## src/include/rename_macros.svh

```systemverilog
`ifndef RENAME_MACROS_SVH
`define RENAME_MACROS_SVH

////////////////////////////////////////////////////////////////////////////
// Datapath widths
////////////////////////////////////////////////////////////////////////////

`define DATA_W      32
`define ADDR_W      32
`define IMM_W       32
`define OP_W        3

////////////////////////////////////////////////////////////////////////////
// Architectural registers
////////////////////////////////////////////////////////////////////////////

`define REG_NUM     32
`define REG_ADDR_W  5

////////////////////////////////////////////////////////////////////////////
// Reorder buffer geometry
////////////////////////////////////////////////////////////////////////////

`define ROB_DEPTH   8
`define ROB_IDX_W   3
`define TAG_W       4   // One bit wider than the index so zero can mean no producer

`endif
```

## src/design/rename_pkg.sv

```systemverilog
`include "rename_macros.svh"

package rename_pkg;

    ////////////////////////////////////////////////////////////////////////////
    // Vector types
    ////////////////////////////////////////////////////////////////////////////

    typedef logic [`DATA_W-1:0]     data_t;
    typedef logic [`REG_ADDR_W-1:0] reg_addr_t;
    typedef logic [`TAG_W-1:0]      tag_t;     // Zero means the value sits in the register file
    typedef logic [`ADDR_W-1:0]     addr_t;
    typedef logic [`IMM_W-1:0]      imm_t;

    ////////////////////////////////////////////////////////////////////////////
    // Enumerations
    ////////////////////////////////////////////////////////////////////////////

    typedef enum logic [`OP_W-1:0] {
        op_alu,
        op_load,
        op_store,   // Carries no destination
        op_branch,
        op_jump
    } op_class_e;

    // Life of one reorder buffer slot
    typedef enum logic [1:0] {
        rob_empty,
        rob_busy,
        rob_done
    } rob_state_e;

endpackage

```

## src/design/rename_top.sv

```systemverilog
`timescale 1ns/10ps

module rename_top (
    input  logic                  clk,
    input  logic                  rst,
    input  logic                  flush,

    input  logic                  in_valid,
    output logic                  in_ready,
    input  rename_pkg::op_class_e in_op,
    input  rename_pkg::addr_t     in_pc,
    input  rename_pkg::imm_t      in_imm,
    input  rename_pkg::reg_addr_t in_rd,
    input  rename_pkg::reg_addr_t in_rs1,
    input  rename_pkg::reg_addr_t in_rs2,

    output logic                  out_valid,
    input  logic                  out_ready,
    output rename_pkg::op_class_e out_op,
    output rename_pkg::addr_t     out_pc,
    output rename_pkg::imm_t      out_imm,
    output rename_pkg::reg_addr_t out_rd,
    output rename_pkg::tag_t      out_tag,
    output rename_pkg::tag_t      out_rs1_tag,
    output rename_pkg::data_t     out_rs1_data,
    output rename_pkg::tag_t      out_rs2_tag,
    output rename_pkg::data_t     out_rs2_data,

    input  logic                  wb_valid,
    input  rename_pkg::tag_t      wb_tag,
    input  rename_pkg::data_t     wb_data,

    output logic                  commit_valid,
    output rename_pkg::tag_t      commit_tag,
    output rename_pkg::reg_addr_t commit_rd,
    output rename_pkg::data_t     commit_data
);

    logic                  alloc_fire;
    logic                  full;
    rename_pkg::tag_t      alloc_tag;
    rename_pkg::reg_addr_t alloc_rd;

    rename_pkg::tag_t      rs1_tag;
    rename_pkg::tag_t      rs2_tag;
    rename_pkg::data_t     rs1_data;
    rename_pkg::data_t     rs2_data;

    logic                  q1_done;
    logic                  q2_done;
    rename_pkg::data_t     q1_data;
    rename_pkg::data_t     q2_data;

    // Retirement drives the commit port and the register file together
    reg_file u_reg_file (
        .clk        (clk),
        .rst        (rst),
        .flush      (flush),
        .rs1_addr   (in_rs1),
        .rs2_addr   (in_rs2),
        .rs1_data   (rs1_data),
        .rs2_data   (rs2_data),
        .rs1_tag    (rs1_tag),
        .rs2_tag    (rs2_tag),
        .alloc_fire (alloc_fire),
        .alloc_rd   (alloc_rd),
        .alloc_tag  (alloc_tag),
        .ret_valid  (commit_valid),
        .ret_rd     (commit_rd),
        .ret_tag    (commit_tag),
        .ret_data   (commit_data)
    );

    reorder_buffer u_rob (
        .clk         (clk),
        .rst         (rst),
        .flush       (flush),
        .alloc_fire  (alloc_fire),
        .alloc_op    (in_op),
        .alloc_rd_in (in_rd),
        .alloc_tag   (alloc_tag),
        .alloc_rd    (alloc_rd),
        .full        (full),
        .wb_valid    (wb_valid),
        .wb_tag      (wb_tag),
        .wb_data     (wb_data),
        .q1_tag      (rs1_tag),
        .q2_tag      (rs2_tag),
        .q1_done     (q1_done),
        .q2_done     (q2_done),
        .q1_data     (q1_data),
        .q2_data     (q2_data),
        .ret_valid   (commit_valid),
        .ret_tag     (commit_tag),
        .ret_rd      (commit_rd),
        .ret_data    (commit_data)
    );

    operand_resolve u_operand (
        .clk          (clk),
        .rst          (rst),
        .flush        (flush),
        .in_valid     (in_valid),
        .in_ready     (in_ready),
        .full         (full),
        .in_op        (in_op),
        .in_pc        (in_pc),
        .in_imm       (in_imm),
        .in_rd        (in_rd),
        .alloc_tag    (alloc_tag),
        .rs1_tag      (rs1_tag),
        .rs2_tag      (rs2_tag),
        .rs1_data     (rs1_data),
        .rs2_data     (rs2_data),
        .q1_done      (q1_done),
        .q2_done      (q2_done),
        .q1_data      (q1_data),
        .q2_data      (q2_data),
        .out_valid    (out_valid),
        .out_ready    (out_ready),
        .out_op       (out_op),
        .out_pc       (out_pc),
        .out_imm      (out_imm),
        .out_rd       (out_rd),
        .out_tag      (out_tag),
        .out_rs1_tag  (out_rs1_tag),
        .out_rs1_data (out_rs1_data),
        .out_rs2_tag  (out_rs2_tag),
        .out_rs2_data (out_rs2_data),
        .alloc_fire   (alloc_fire)
    );

endmodule

```

## src/design/operand_resolve.sv

```systemverilog
`timescale 1ns/10ps

module operand_resolve (
    input  logic                  clk,
    input  logic                  rst,
    input  logic                  flush,

    input  logic                  in_valid,
    output logic                  in_ready,
    input  logic                  full,
    input  rename_pkg::op_class_e in_op,
    input  rename_pkg::addr_t     in_pc,
    input  rename_pkg::imm_t      in_imm,
    input  rename_pkg::reg_addr_t in_rd,
    input  rename_pkg::tag_t      alloc_tag,

    input  rename_pkg::tag_t      rs1_tag,
    input  rename_pkg::tag_t      rs2_tag,
    input  rename_pkg::data_t     rs1_data,
    input  rename_pkg::data_t     rs2_data,
    input  logic                  q1_done,
    input  logic                  q2_done,
    input  rename_pkg::data_t     q1_data,
    input  rename_pkg::data_t     q2_data,

    output logic                  out_valid,
    input  logic                  out_ready,
    output rename_pkg::op_class_e out_op,
    output rename_pkg::addr_t     out_pc,
    output rename_pkg::imm_t      out_imm,
    output rename_pkg::reg_addr_t out_rd,
    output rename_pkg::tag_t      out_tag,
    output rename_pkg::tag_t      out_rs1_tag,
    output rename_pkg::data_t     out_rs1_data,
    output rename_pkg::tag_t      out_rs2_tag,
    output rename_pkg::data_t     out_rs2_data,

    output logic                  alloc_fire
);

    logic live_q;     // Input stays closed until the first cycle after reset
    logic out_hold;   // Output register full and not draining

    ////////////////////////////////////////////////////////////////////////////
    // Handshake
    ////////////////////////////////////////////////////////////////////////////

    assign out_hold   = out_valid && !out_ready;
    assign in_ready   = live_q && !full && !flush && !out_hold;
    assign alloc_fire = in_valid && in_ready;

    always_ff @(posedge clk) begin
        if (rst) begin
            live_q    <= 1'b0;
            out_valid <= 1'b0;
        end else begin
            live_q <= 1'b1;
            if (flush) begin
                out_valid <= 1'b0;
            end else if (alloc_fire) begin
                out_valid <= 1'b1;
            end else if (out_ready) begin
                out_valid <= 1'b0;
            end
        end
    end

    ////////////////////////////////////////////////////////////////////////////
    // Dispatch register
    ////////////////////////////////////////////////////////////////////////////

    // A done producer hands over its result and the source no longer waits
    always_ff @(posedge clk) begin
        if (alloc_fire) begin
            out_op       <= in_op;
            out_pc       <= in_pc;
            out_imm      <= in_imm;
            out_rd       <= in_rd;
            out_tag      <= alloc_tag;
            out_rs1_tag  <= q1_done ? '0 : rs1_tag;
            out_rs1_data <= q1_done ? q1_data : rs1_data;
            out_rs2_tag  <= q2_done ? '0 : rs2_tag;
            out_rs2_data <= q2_done ? q2_data : rs2_data;
        end
    end

endmodule

```

## src/design/reorder_buffer.sv

```systemverilog
`timescale 1ns/10ps
`include "rename_macros.svh"

module reorder_buffer (
    input  logic                   clk,
    input  logic                   rst,
    input  logic                   flush,

    input  logic                   alloc_fire,
    input  rename_pkg::op_class_e  alloc_op,
    input  rename_pkg::reg_addr_t  alloc_rd_in,
    output rename_pkg::tag_t       alloc_tag,
    output rename_pkg::reg_addr_t  alloc_rd,
    output logic                   full,

    input  logic                   wb_valid,
    input  rename_pkg::tag_t       wb_tag,
    input  rename_pkg::data_t      wb_data,

    input  rename_pkg::tag_t       q1_tag,
    input  rename_pkg::tag_t       q2_tag,
    output logic                   q1_done,
    output logic                   q2_done,
    output rename_pkg::data_t      q1_data,
    output rename_pkg::data_t      q2_data,

    output logic                   ret_valid,
    output rename_pkg::tag_t       ret_tag,
    output rename_pkg::reg_addr_t  ret_rd,
    output rename_pkg::data_t      ret_data
);

    rename_pkg::rob_state_e state_q [`ROB_DEPTH];
    rename_pkg::reg_addr_t  rd_q    [`ROB_DEPTH];
    rename_pkg::data_t      data_q  [`ROB_DEPTH];

    logic [`ROB_IDX_W-1:0] head_q;
    logic [`ROB_IDX_W-1:0] tail_q;
    logic [`TAG_W-1:0]     count_q;   // Needs to reach the full depth

    logic [`ROB_IDX_W-1:0] wb_idx;
    logic [`ROB_IDX_W-1:0] q1_idx;
    logic [`ROB_IDX_W-1:0] q2_idx;

    function automatic logic [`ROB_IDX_W-1:0] tag_idx(input rename_pkg::tag_t tag);
        tag_idx = `ROB_IDX_W'(tag - 1'b1);
    endfunction

    ////////////////////////////////////////////////////////////////////////////
    // Allocation side
    ////////////////////////////////////////////////////////////////////////////

    assign alloc_tag = rename_pkg::tag_t'(tail_q) + rename_pkg::tag_t'(1);
    assign alloc_rd  = (alloc_op == rename_pkg::op_store) ? '0 : alloc_rd_in;
    assign full      = count_q == `ROB_DEPTH;

    ////////////////////////////////////////////////////////////////////////////
    // Operand queries and retirement
    ////////////////////////////////////////////////////////////////////////////

    assign wb_idx = tag_idx(wb_tag);
    assign q1_idx = tag_idx(q1_tag);
    assign q2_idx = tag_idx(q2_tag);

    assign q1_done = (q1_tag != '0) && (state_q[q1_idx] == rename_pkg::rob_done);
    assign q2_done = (q2_tag != '0) && (state_q[q2_idx] == rename_pkg::rob_done);
    assign q1_data = data_q[q1_idx];
    assign q2_data = data_q[q2_idx];

    // A flush cycle retires nothing
    assign ret_valid = (state_q[head_q] == rename_pkg::rob_done) && !flush;
    assign ret_tag   = rename_pkg::tag_t'(head_q) + rename_pkg::tag_t'(1);
    assign ret_rd    = rd_q[head_q];
    assign ret_data  = data_q[head_q];

    ////////////////////////////////////////////////////////////////////////////
    // Entry state and pointers
    ////////////////////////////////////////////////////////////////////////////

    always_ff @(posedge clk) begin
        if (rst || flush) begin
            head_q  <= '0;
            tail_q  <= '0;
            count_q <= '0;
            for (int i = 0; i < `ROB_DEPTH; i++) begin
                state_q[i] <= rename_pkg::rob_empty;
            end
        end else begin
            if (alloc_fire) begin
                state_q[tail_q] <= rename_pkg::rob_busy;
                tail_q          <= tail_q + 1'b1;
            end

            if (wb_valid) begin
                state_q[wb_idx] <= rename_pkg::rob_done;
            end

            if (ret_valid) begin
                state_q[head_q] <= rename_pkg::rob_empty;
                head_q          <= head_q + 1'b1;
            end

            case ({alloc_fire, ret_valid})
                2'b10:   count_q <= count_q + 1'b1;
                2'b01:   count_q <= count_q - 1'b1;
                default: count_q <= count_q;
            endcase
        end
    end

    // Destination and result payload
    always_ff @(posedge clk) begin
        if (alloc_fire) begin
            rd_q[tail_q] <= alloc_rd;
        end
        if (wb_valid) begin
            data_q[wb_idx] <= wb_data;
        end
    end

    ////////////////////////////////////////////////////////////////////////////
    // Checks
    ////////////////////////////////////////////////////////////////////////////

    a_no_alloc_full: assert property (
        @(posedge clk) disable iff (rst)
        alloc_fire |-> !full
    ) else $error("allocate with the reorder buffer full");

    // Execution may only report on an instruction that is still waiting
    a_wb_busy: assert property (
        @(posedge clk) disable iff (rst)
        wb_valid |-> (wb_tag != '0) && (state_q[wb_idx] == rename_pkg::rob_busy)
    ) else $error("writeback to tag %0d which is not busy", wb_tag);

endmodule

```

## src/design/reg_file.sv

```systemverilog
`timescale 1ns/10ps
`include "rename_macros.svh"

module reg_file (
    input  logic                  clk,
    input  logic                  rst,
    input  logic                  flush,

    input  rename_pkg::reg_addr_t rs1_addr,
    input  rename_pkg::reg_addr_t rs2_addr,
    output rename_pkg::data_t     rs1_data,
    output rename_pkg::data_t     rs2_data,
    output rename_pkg::tag_t      rs1_tag,
    output rename_pkg::tag_t      rs2_tag,

    input  logic                  alloc_fire,
    input  rename_pkg::reg_addr_t alloc_rd,
    input  rename_pkg::tag_t      alloc_tag,

    input  logic                  ret_valid,
    input  rename_pkg::reg_addr_t ret_rd,
    input  rename_pkg::tag_t      ret_tag,
    input  rename_pkg::data_t     ret_data
);

    rename_pkg::data_t reg_data [`REG_NUM];
    rename_pkg::tag_t  reg_tag  [`REG_NUM];

    logic alloc_wr;
    logic ret_wr;
    logic ret_match;

    ////////////////////////////////////////////////////////////////////////////
    // Write qualifiers
    ////////////////////////////////////////////////////////////////////////////

    assign alloc_wr  = alloc_fire && (alloc_rd != '0);   // x0 is never renamed
    assign ret_wr    = ret_valid && (ret_rd != '0);      // Stores retire with rd zero
    assign ret_match = reg_tag[ret_rd] == ret_tag;

    ////////////////////////////////////////////////////////////////////////////
    // Source lookup
    ////////////////////////////////////////////////////////////////////////////

    // Entry zero is never written, so x0 reads back zero data and no tag
    assign rs1_data = reg_data[rs1_addr];
    assign rs2_data = reg_data[rs2_addr];
    assign rs1_tag  = reg_tag[rs1_addr];
    assign rs2_tag  = reg_tag[rs2_addr];

    ////////////////////////////////////////////////////////////////////////////
    // Architectural data
    ////////////////////////////////////////////////////////////////////////////

    always_ff @(posedge clk) begin
        if (rst) begin
            for (int i = 0; i < `REG_NUM; i++) begin
                reg_data[i] <= '0;
            end
        end else if (ret_wr) begin
            reg_data[ret_rd] <= ret_data;   // Commits arrive in program order
        end
    end

    ////////////////////////////////////////////////////////////////////////////
    // Pending producer tags
    ////////////////////////////////////////////////////////////////////////////

    always_ff @(posedge clk) begin
        if (rst || flush) begin
            for (int i = 0; i < `REG_NUM; i++) begin
                reg_tag[i] <= '0;
            end
        end else begin
            // A younger writer may already own the register
            if (ret_wr && ret_match) begin
                reg_tag[ret_rd] <= '0;
            end

            if (alloc_wr) begin
                reg_tag[alloc_rd] <= alloc_tag;   // Later assignment wins a same-edge clash
            end
        end
    end

    ////////////////////////////////////////////////////////////////////////////
    // Checks
    ////////////////////////////////////////////////////////////////////////////

    // The register a retiring writer renamed still holds its tag or a younger one,
    // since only its own commit or a flush can clear it
    a_ret_tag_pending: assert property (
        @(posedge clk) disable iff (rst)
        ret_wr |-> (reg_tag[ret_rd] != '0)
    ) else $error("retire to x%0d with no pending tag", ret_rd);

endmodule

```

## config.mk

```make
export PLATFORM = sky130hd
export DESIGN_NAME = rename_top
export DESIGN_NICKNAME = d
export VERILOG_FILES = /design/src/design/rename_pkg.sv /design/src/design/rename_top.sv /design/src/design/operand_resolve.sv /design/src/design/reorder_buffer.sv /design/src/design/reg_file.sv
export VERILOG_INCLUDE_DIRS = /design/src /design/src/include
export SDC_FILE = /design/constraint.sdc
export NUM_CORES = 2
export LEC_CHECK = 0
export BUFFER_PORTS_ARGS = -buffer_cell sky130_fd_sc_hd__buf_4
export CORE_ASPECT_RATIO = 1.2
export CORE_MARGIN = 2
export CORE_UTILIZATION = 28
export CTS_CLUSTER_SIZE = 28
export DETAILED_ROUTE_END_ITERATION = 12
export GPL_TIMING_DRIVEN = 1
export PLACE_DENSITY = 0.47
export SLEW_MARGIN = 20
export SYNTH_ARGS = -nofsm -noshare
export SYNTH_HDL_FRONTEND = slang
export SYNTH_SLANG_ARGS = --single-unit
```

## constraint.sdc

```tcl
create_clock -name clk -period 7.3 [get_ports clk]
set_clock_uncertainty 0.2 [all_clocks]
set_input_delay 1.46 -clock clk [delete_from_list [all_inputs] [get_ports clk]]
set_output_delay 1.46 -clock clk [all_outputs]
set_load 0.1 [all_outputs]
```

==> impl_results.md <==
- Number of global-route vias before repair: 54410
- # resized after CTS: 0
- GRT Util Overall: 20.36%
- # rows: 217
- Seq/Total Area, Yosys: 59.44%
- Via-to-Cell Ratio: 5.463
- Wire length per cell: 31.52 um
- Max Freq: 161.6 MHz
- Max H-tree Level: 4
- Post-synth EDFFs: 1596
- Post-layout min period: 6188 ps
- Hold Vio Cnt, Final: 0
- #FFs+latches synth: 1627
- Die Ht: 595.6 um
- Worst path slowest cell: dfxtp_4
- Startpoint types: register
- Xor-xnor portion of the synthesized cell area: 0.1930%
- Simple-gate share of the synthesized area: 9.550%
- Unrepaired setup endpoints after global routing: false
- Slew margin rel.: 11.12%
- Fin nets: 5892
- Largest family of logic cells by synthesized area: multiplexers
- Die ar.: 296000 um^2
- Post-DRT Antenna Nets: 0
- Max-cap violations: 0
- Outcome: completed
- Num CTS Buffers: 188
- Fill cell count: 28190
- Clock power share: 40.4%
- Clock transition at the registers of the reported paths: 60 ps
- CP Cell Sequence: buf_4 -> buf_4 -> mux4_2 -> mux2i_4 -> buf_4 -> inv_1 -> buf_4
- Area growth from synthesis to layout: 17.15%
- Mux cell area share after synthesis: 25.09%
- Post-synth ARST share: 0%
- First-pass DRT Iterations: 6
- Post-CTS Setup Inserts: 0
- Via count: 53300
- Kind of critical path: register to primary output
- Total gr overflow: 0
- Net Sw Frac: 27.25%
- Comb power frac: 14.4%
- P_leak: 33.35 nW
- Netlist cell types: 62
- Worst R2R Setup Slack: 1720 ps
- Fraction of layout cells with a size suffix above 1: 29.78%
- Post-synthesis compound-gate area fraction: 2.632%
- Initial antenna violation count: 2
- Dominant cell type by area after synthesis: edfxtp_1
- Share of the synthesized area in the top cell type: 58.68%
- Flop pwr share: 45.3%
- Sum Neg Setup Slack: 0 ps
- CP max FO: 32
- # hold bufs at CTS: 0
- Largest net degree at the start of global routing: 129
- # port buffers: 314
- Final worst path period share: 84.76%
- Post-detailed-route DRC marker count: 0
- TritonCTS clock tree: done
- Top cells by area, synth: edfxtp_1 59%, mux4_2 22%, nor2_1 5.4%
- Critical Path End Type: primary output
- Gpl congestion: 0.8122
- Worst vdd ir: 0.0001889 V
- Synth Cell Area: 81670 um^2
- Top FF cell, synth: edfxtp_1
- Power per cell area: 249.7 nW/um^2
- Int Power: 17.38 mW
- First-pass GRT wire length: 426.2 mm
- Die width: 497.0 um
- Max clock buf depth: 3
- Wirelength, routed: 307.5 mm
- Root buf cell: clkbuf_16
- Starting Density: 28.09%
- IO Pins: 316
- Critical Path Most Common Cell: buf_4
- Worst skew pair latency: 850 ps
- Post-DP HPWL: 184.8 mm
- 1st-iter DRT viols: 6052
- Final setup fails: 0
- Max incr delay on CP: 740 ps
- Sw Pwr: 6.509 mW
- Worst-Margin Slew: 1333 ps
- Adder-cell share of the synthesized area: 0.1471%
- Slew Viols, Final: 0
- Crit path DAT: 4530 ps
- Syn Inst Count: 5543
- Core ar.: 290800 um^2
- Hold WC Path Type: register to register
- Yosys warns: 0
- Syn avg cell area: 14.73 um^2
- WHS: 276.9 ps
- CP required: 5640 ps
- Clock Sinks: 1627
[power groups by stage]
stage	combinational [mW]	sequential, mW	clock [mW]
after floorplan	1.94	11.1	0
after global placement	3.43	11.0	0
after detailed placement	3.45	11.0	0
after CTS	3.46	10.8	9.80
after global routing	3.59	10.8	10.2
final	3.44	10.8	9.64
[flip-flops by register name, indices dropped and copies added (netlist names), 5 cells and up, named ones only]
| signal | cells |
|---|---|
| u_operand.out_imm | 32 |
| u_operand.out_pc | 32 |
| u_operand.out_rd | 5 |
| u_operand.out_rs1_data | 32 |
| u_operand.out_rs2_data | 32 |
| u_reg_file.reg_data | 1024 |
| u_reg_file.reg_tag | 128 |
| u_rob.data_q | 256 |
| u_rob.rd_q | 40 |
| u_rob.state_q | 16 |
[placed cells by master, fill, tap and decap left out, types with 5 or more instances in the layout]
master      synthesis  layout
nand2_2             0      58
conb_1              1      36
nand2_1           566     502
nand2b_1            9       9
nor3_2              5       9
mux2i_4             5      37
a21oi_1            89      89
buf_12              0      31
xor2_1             10       8
mux2i_1           234     202
edfxtp_1         1596    1596
xnor2_1             8       5
o21ai_0            10      10
o211ai_2           30      30
nor2_4              0       6
and2_1             13      11
bufinv_16           0      20
nor2b_1            13       9
mux4_2            796     796
buf_4               4     471
nand3_1           142     141
mux2_2              9       9
clkinv_2            0      38
nor3_1             21      17
clkinvlp_4          0       5
a32oi_1            72      72
nand2_4             0       6
a31oi_1            64      64
clkbuf_1          371      33
clkinv_1            2      45
nor2_1           1174    1167
inv_6               0       6
ha_1                8       8
inv_1              59      58
clkbuf_16           0     193
dfxtp_1            31      28
[final timing paths]
path                       start  depth (start not counted)                        to
min reg2reg  u_rob.state_q[0][1]                          2       u_rob.state_q[0][1]
min          u_rob.state_q[0][1]                          2       u_rob.state_q[0][1]
max                     register                          7           commit_data[16]
max reg2reg             register                         10  u_reg_file.reg_tag[8][2]
[per-layer routing]
layer / vias to the layer above / wire length [um] / GRT usage, %
li1: 21780 / - / -
met1: 28370 / 119100 / 25.74
met2: 2658 / 150900 / 34.14
met3: 492 / 19620 / 2.561
met4: 2 / 17920 / 10.77
met5: - / 13 / 0
[cells in the mapped netlist (3+ instances only)]
cell type	count
and2_1	13
nand3b_1	4
buf_6	8
nand2_1	566
a32oi_1	72
nor3_1	21
mux4_2	796
nor2b_1	13
nand2b_1	9
nor2_1	1174
o21ai_1	5
nand3_1	142
buf_4	4
mux2i_1	234
mux2_2	9
mux2i_4	5
o22ai_1	4
o211ai_2	30
ha_1	8
nor4_1	4
a21oi_1	89
xor2_1	10
a211oi_1	3
nand4_1	3
a22o_1	3
inv_1	59
nor3_2	5
dfxtp_1	31
nor4_2	3
buf_1	34
edfxtp_1	1596
a31oi_1	64
o21ai_0	10
buf_2	98
xnor2_1	8
clkbuf_1	371
[stage by stage]
| stage | std cells | util [%] | area (um^2) | setup slack (ps) | total power [mW] |
|---|---|---|---|---|---|
| after floorplan | 5578 | - | 81810 | 18.72 | 13.07 |
| after global placement | 9401 | 30.76 | 89460 | 827.6 | 14.41 |
| after detailed placement | 9401 | 30.76 | 89460 | 825.9 | 14.45 |
| after CTS | 9753 | 32.90 | 95670 | 928.7 | 24.07 |
| after global routing | 9754 | 32.90 | 95670 | 804.8 | 24.59 |
| final | 9756 | 32.90 | 95680 | 1112 | 23.89 |
[area by class of cell]
cell class	instances	area (um^2)	area share, %
antenna	3	7.507	0.007846
clock inverter	123	1217	1.272
timing repair buffer	508	4239	4.431
clock buffer	229	4995	5.220
tap	3832	4795	5.011
multi-input combinational	3371	31620	33.05
inverter	63	244.0	0.2550
sequential	1627	48560	50.75
[kinds of logic after synthesis]
group | count (synthesis)
xor gates and xnor gates | 18
adders and majority gates | 9
buffers and inverters | 580
DFF | 1627
other | 1
and+or+nand+nor | 1966
AOI/OAI and AO/OA | 297
muxes | 1045
[worst max-delay path: cells and delay by family (launching register included)]
family / cells / cell delay, ps
buffers and inverters: 5 / 1980
DFF: 1 / 740
muxes: 2 / 770
Power figures use the tool's default switching activity.
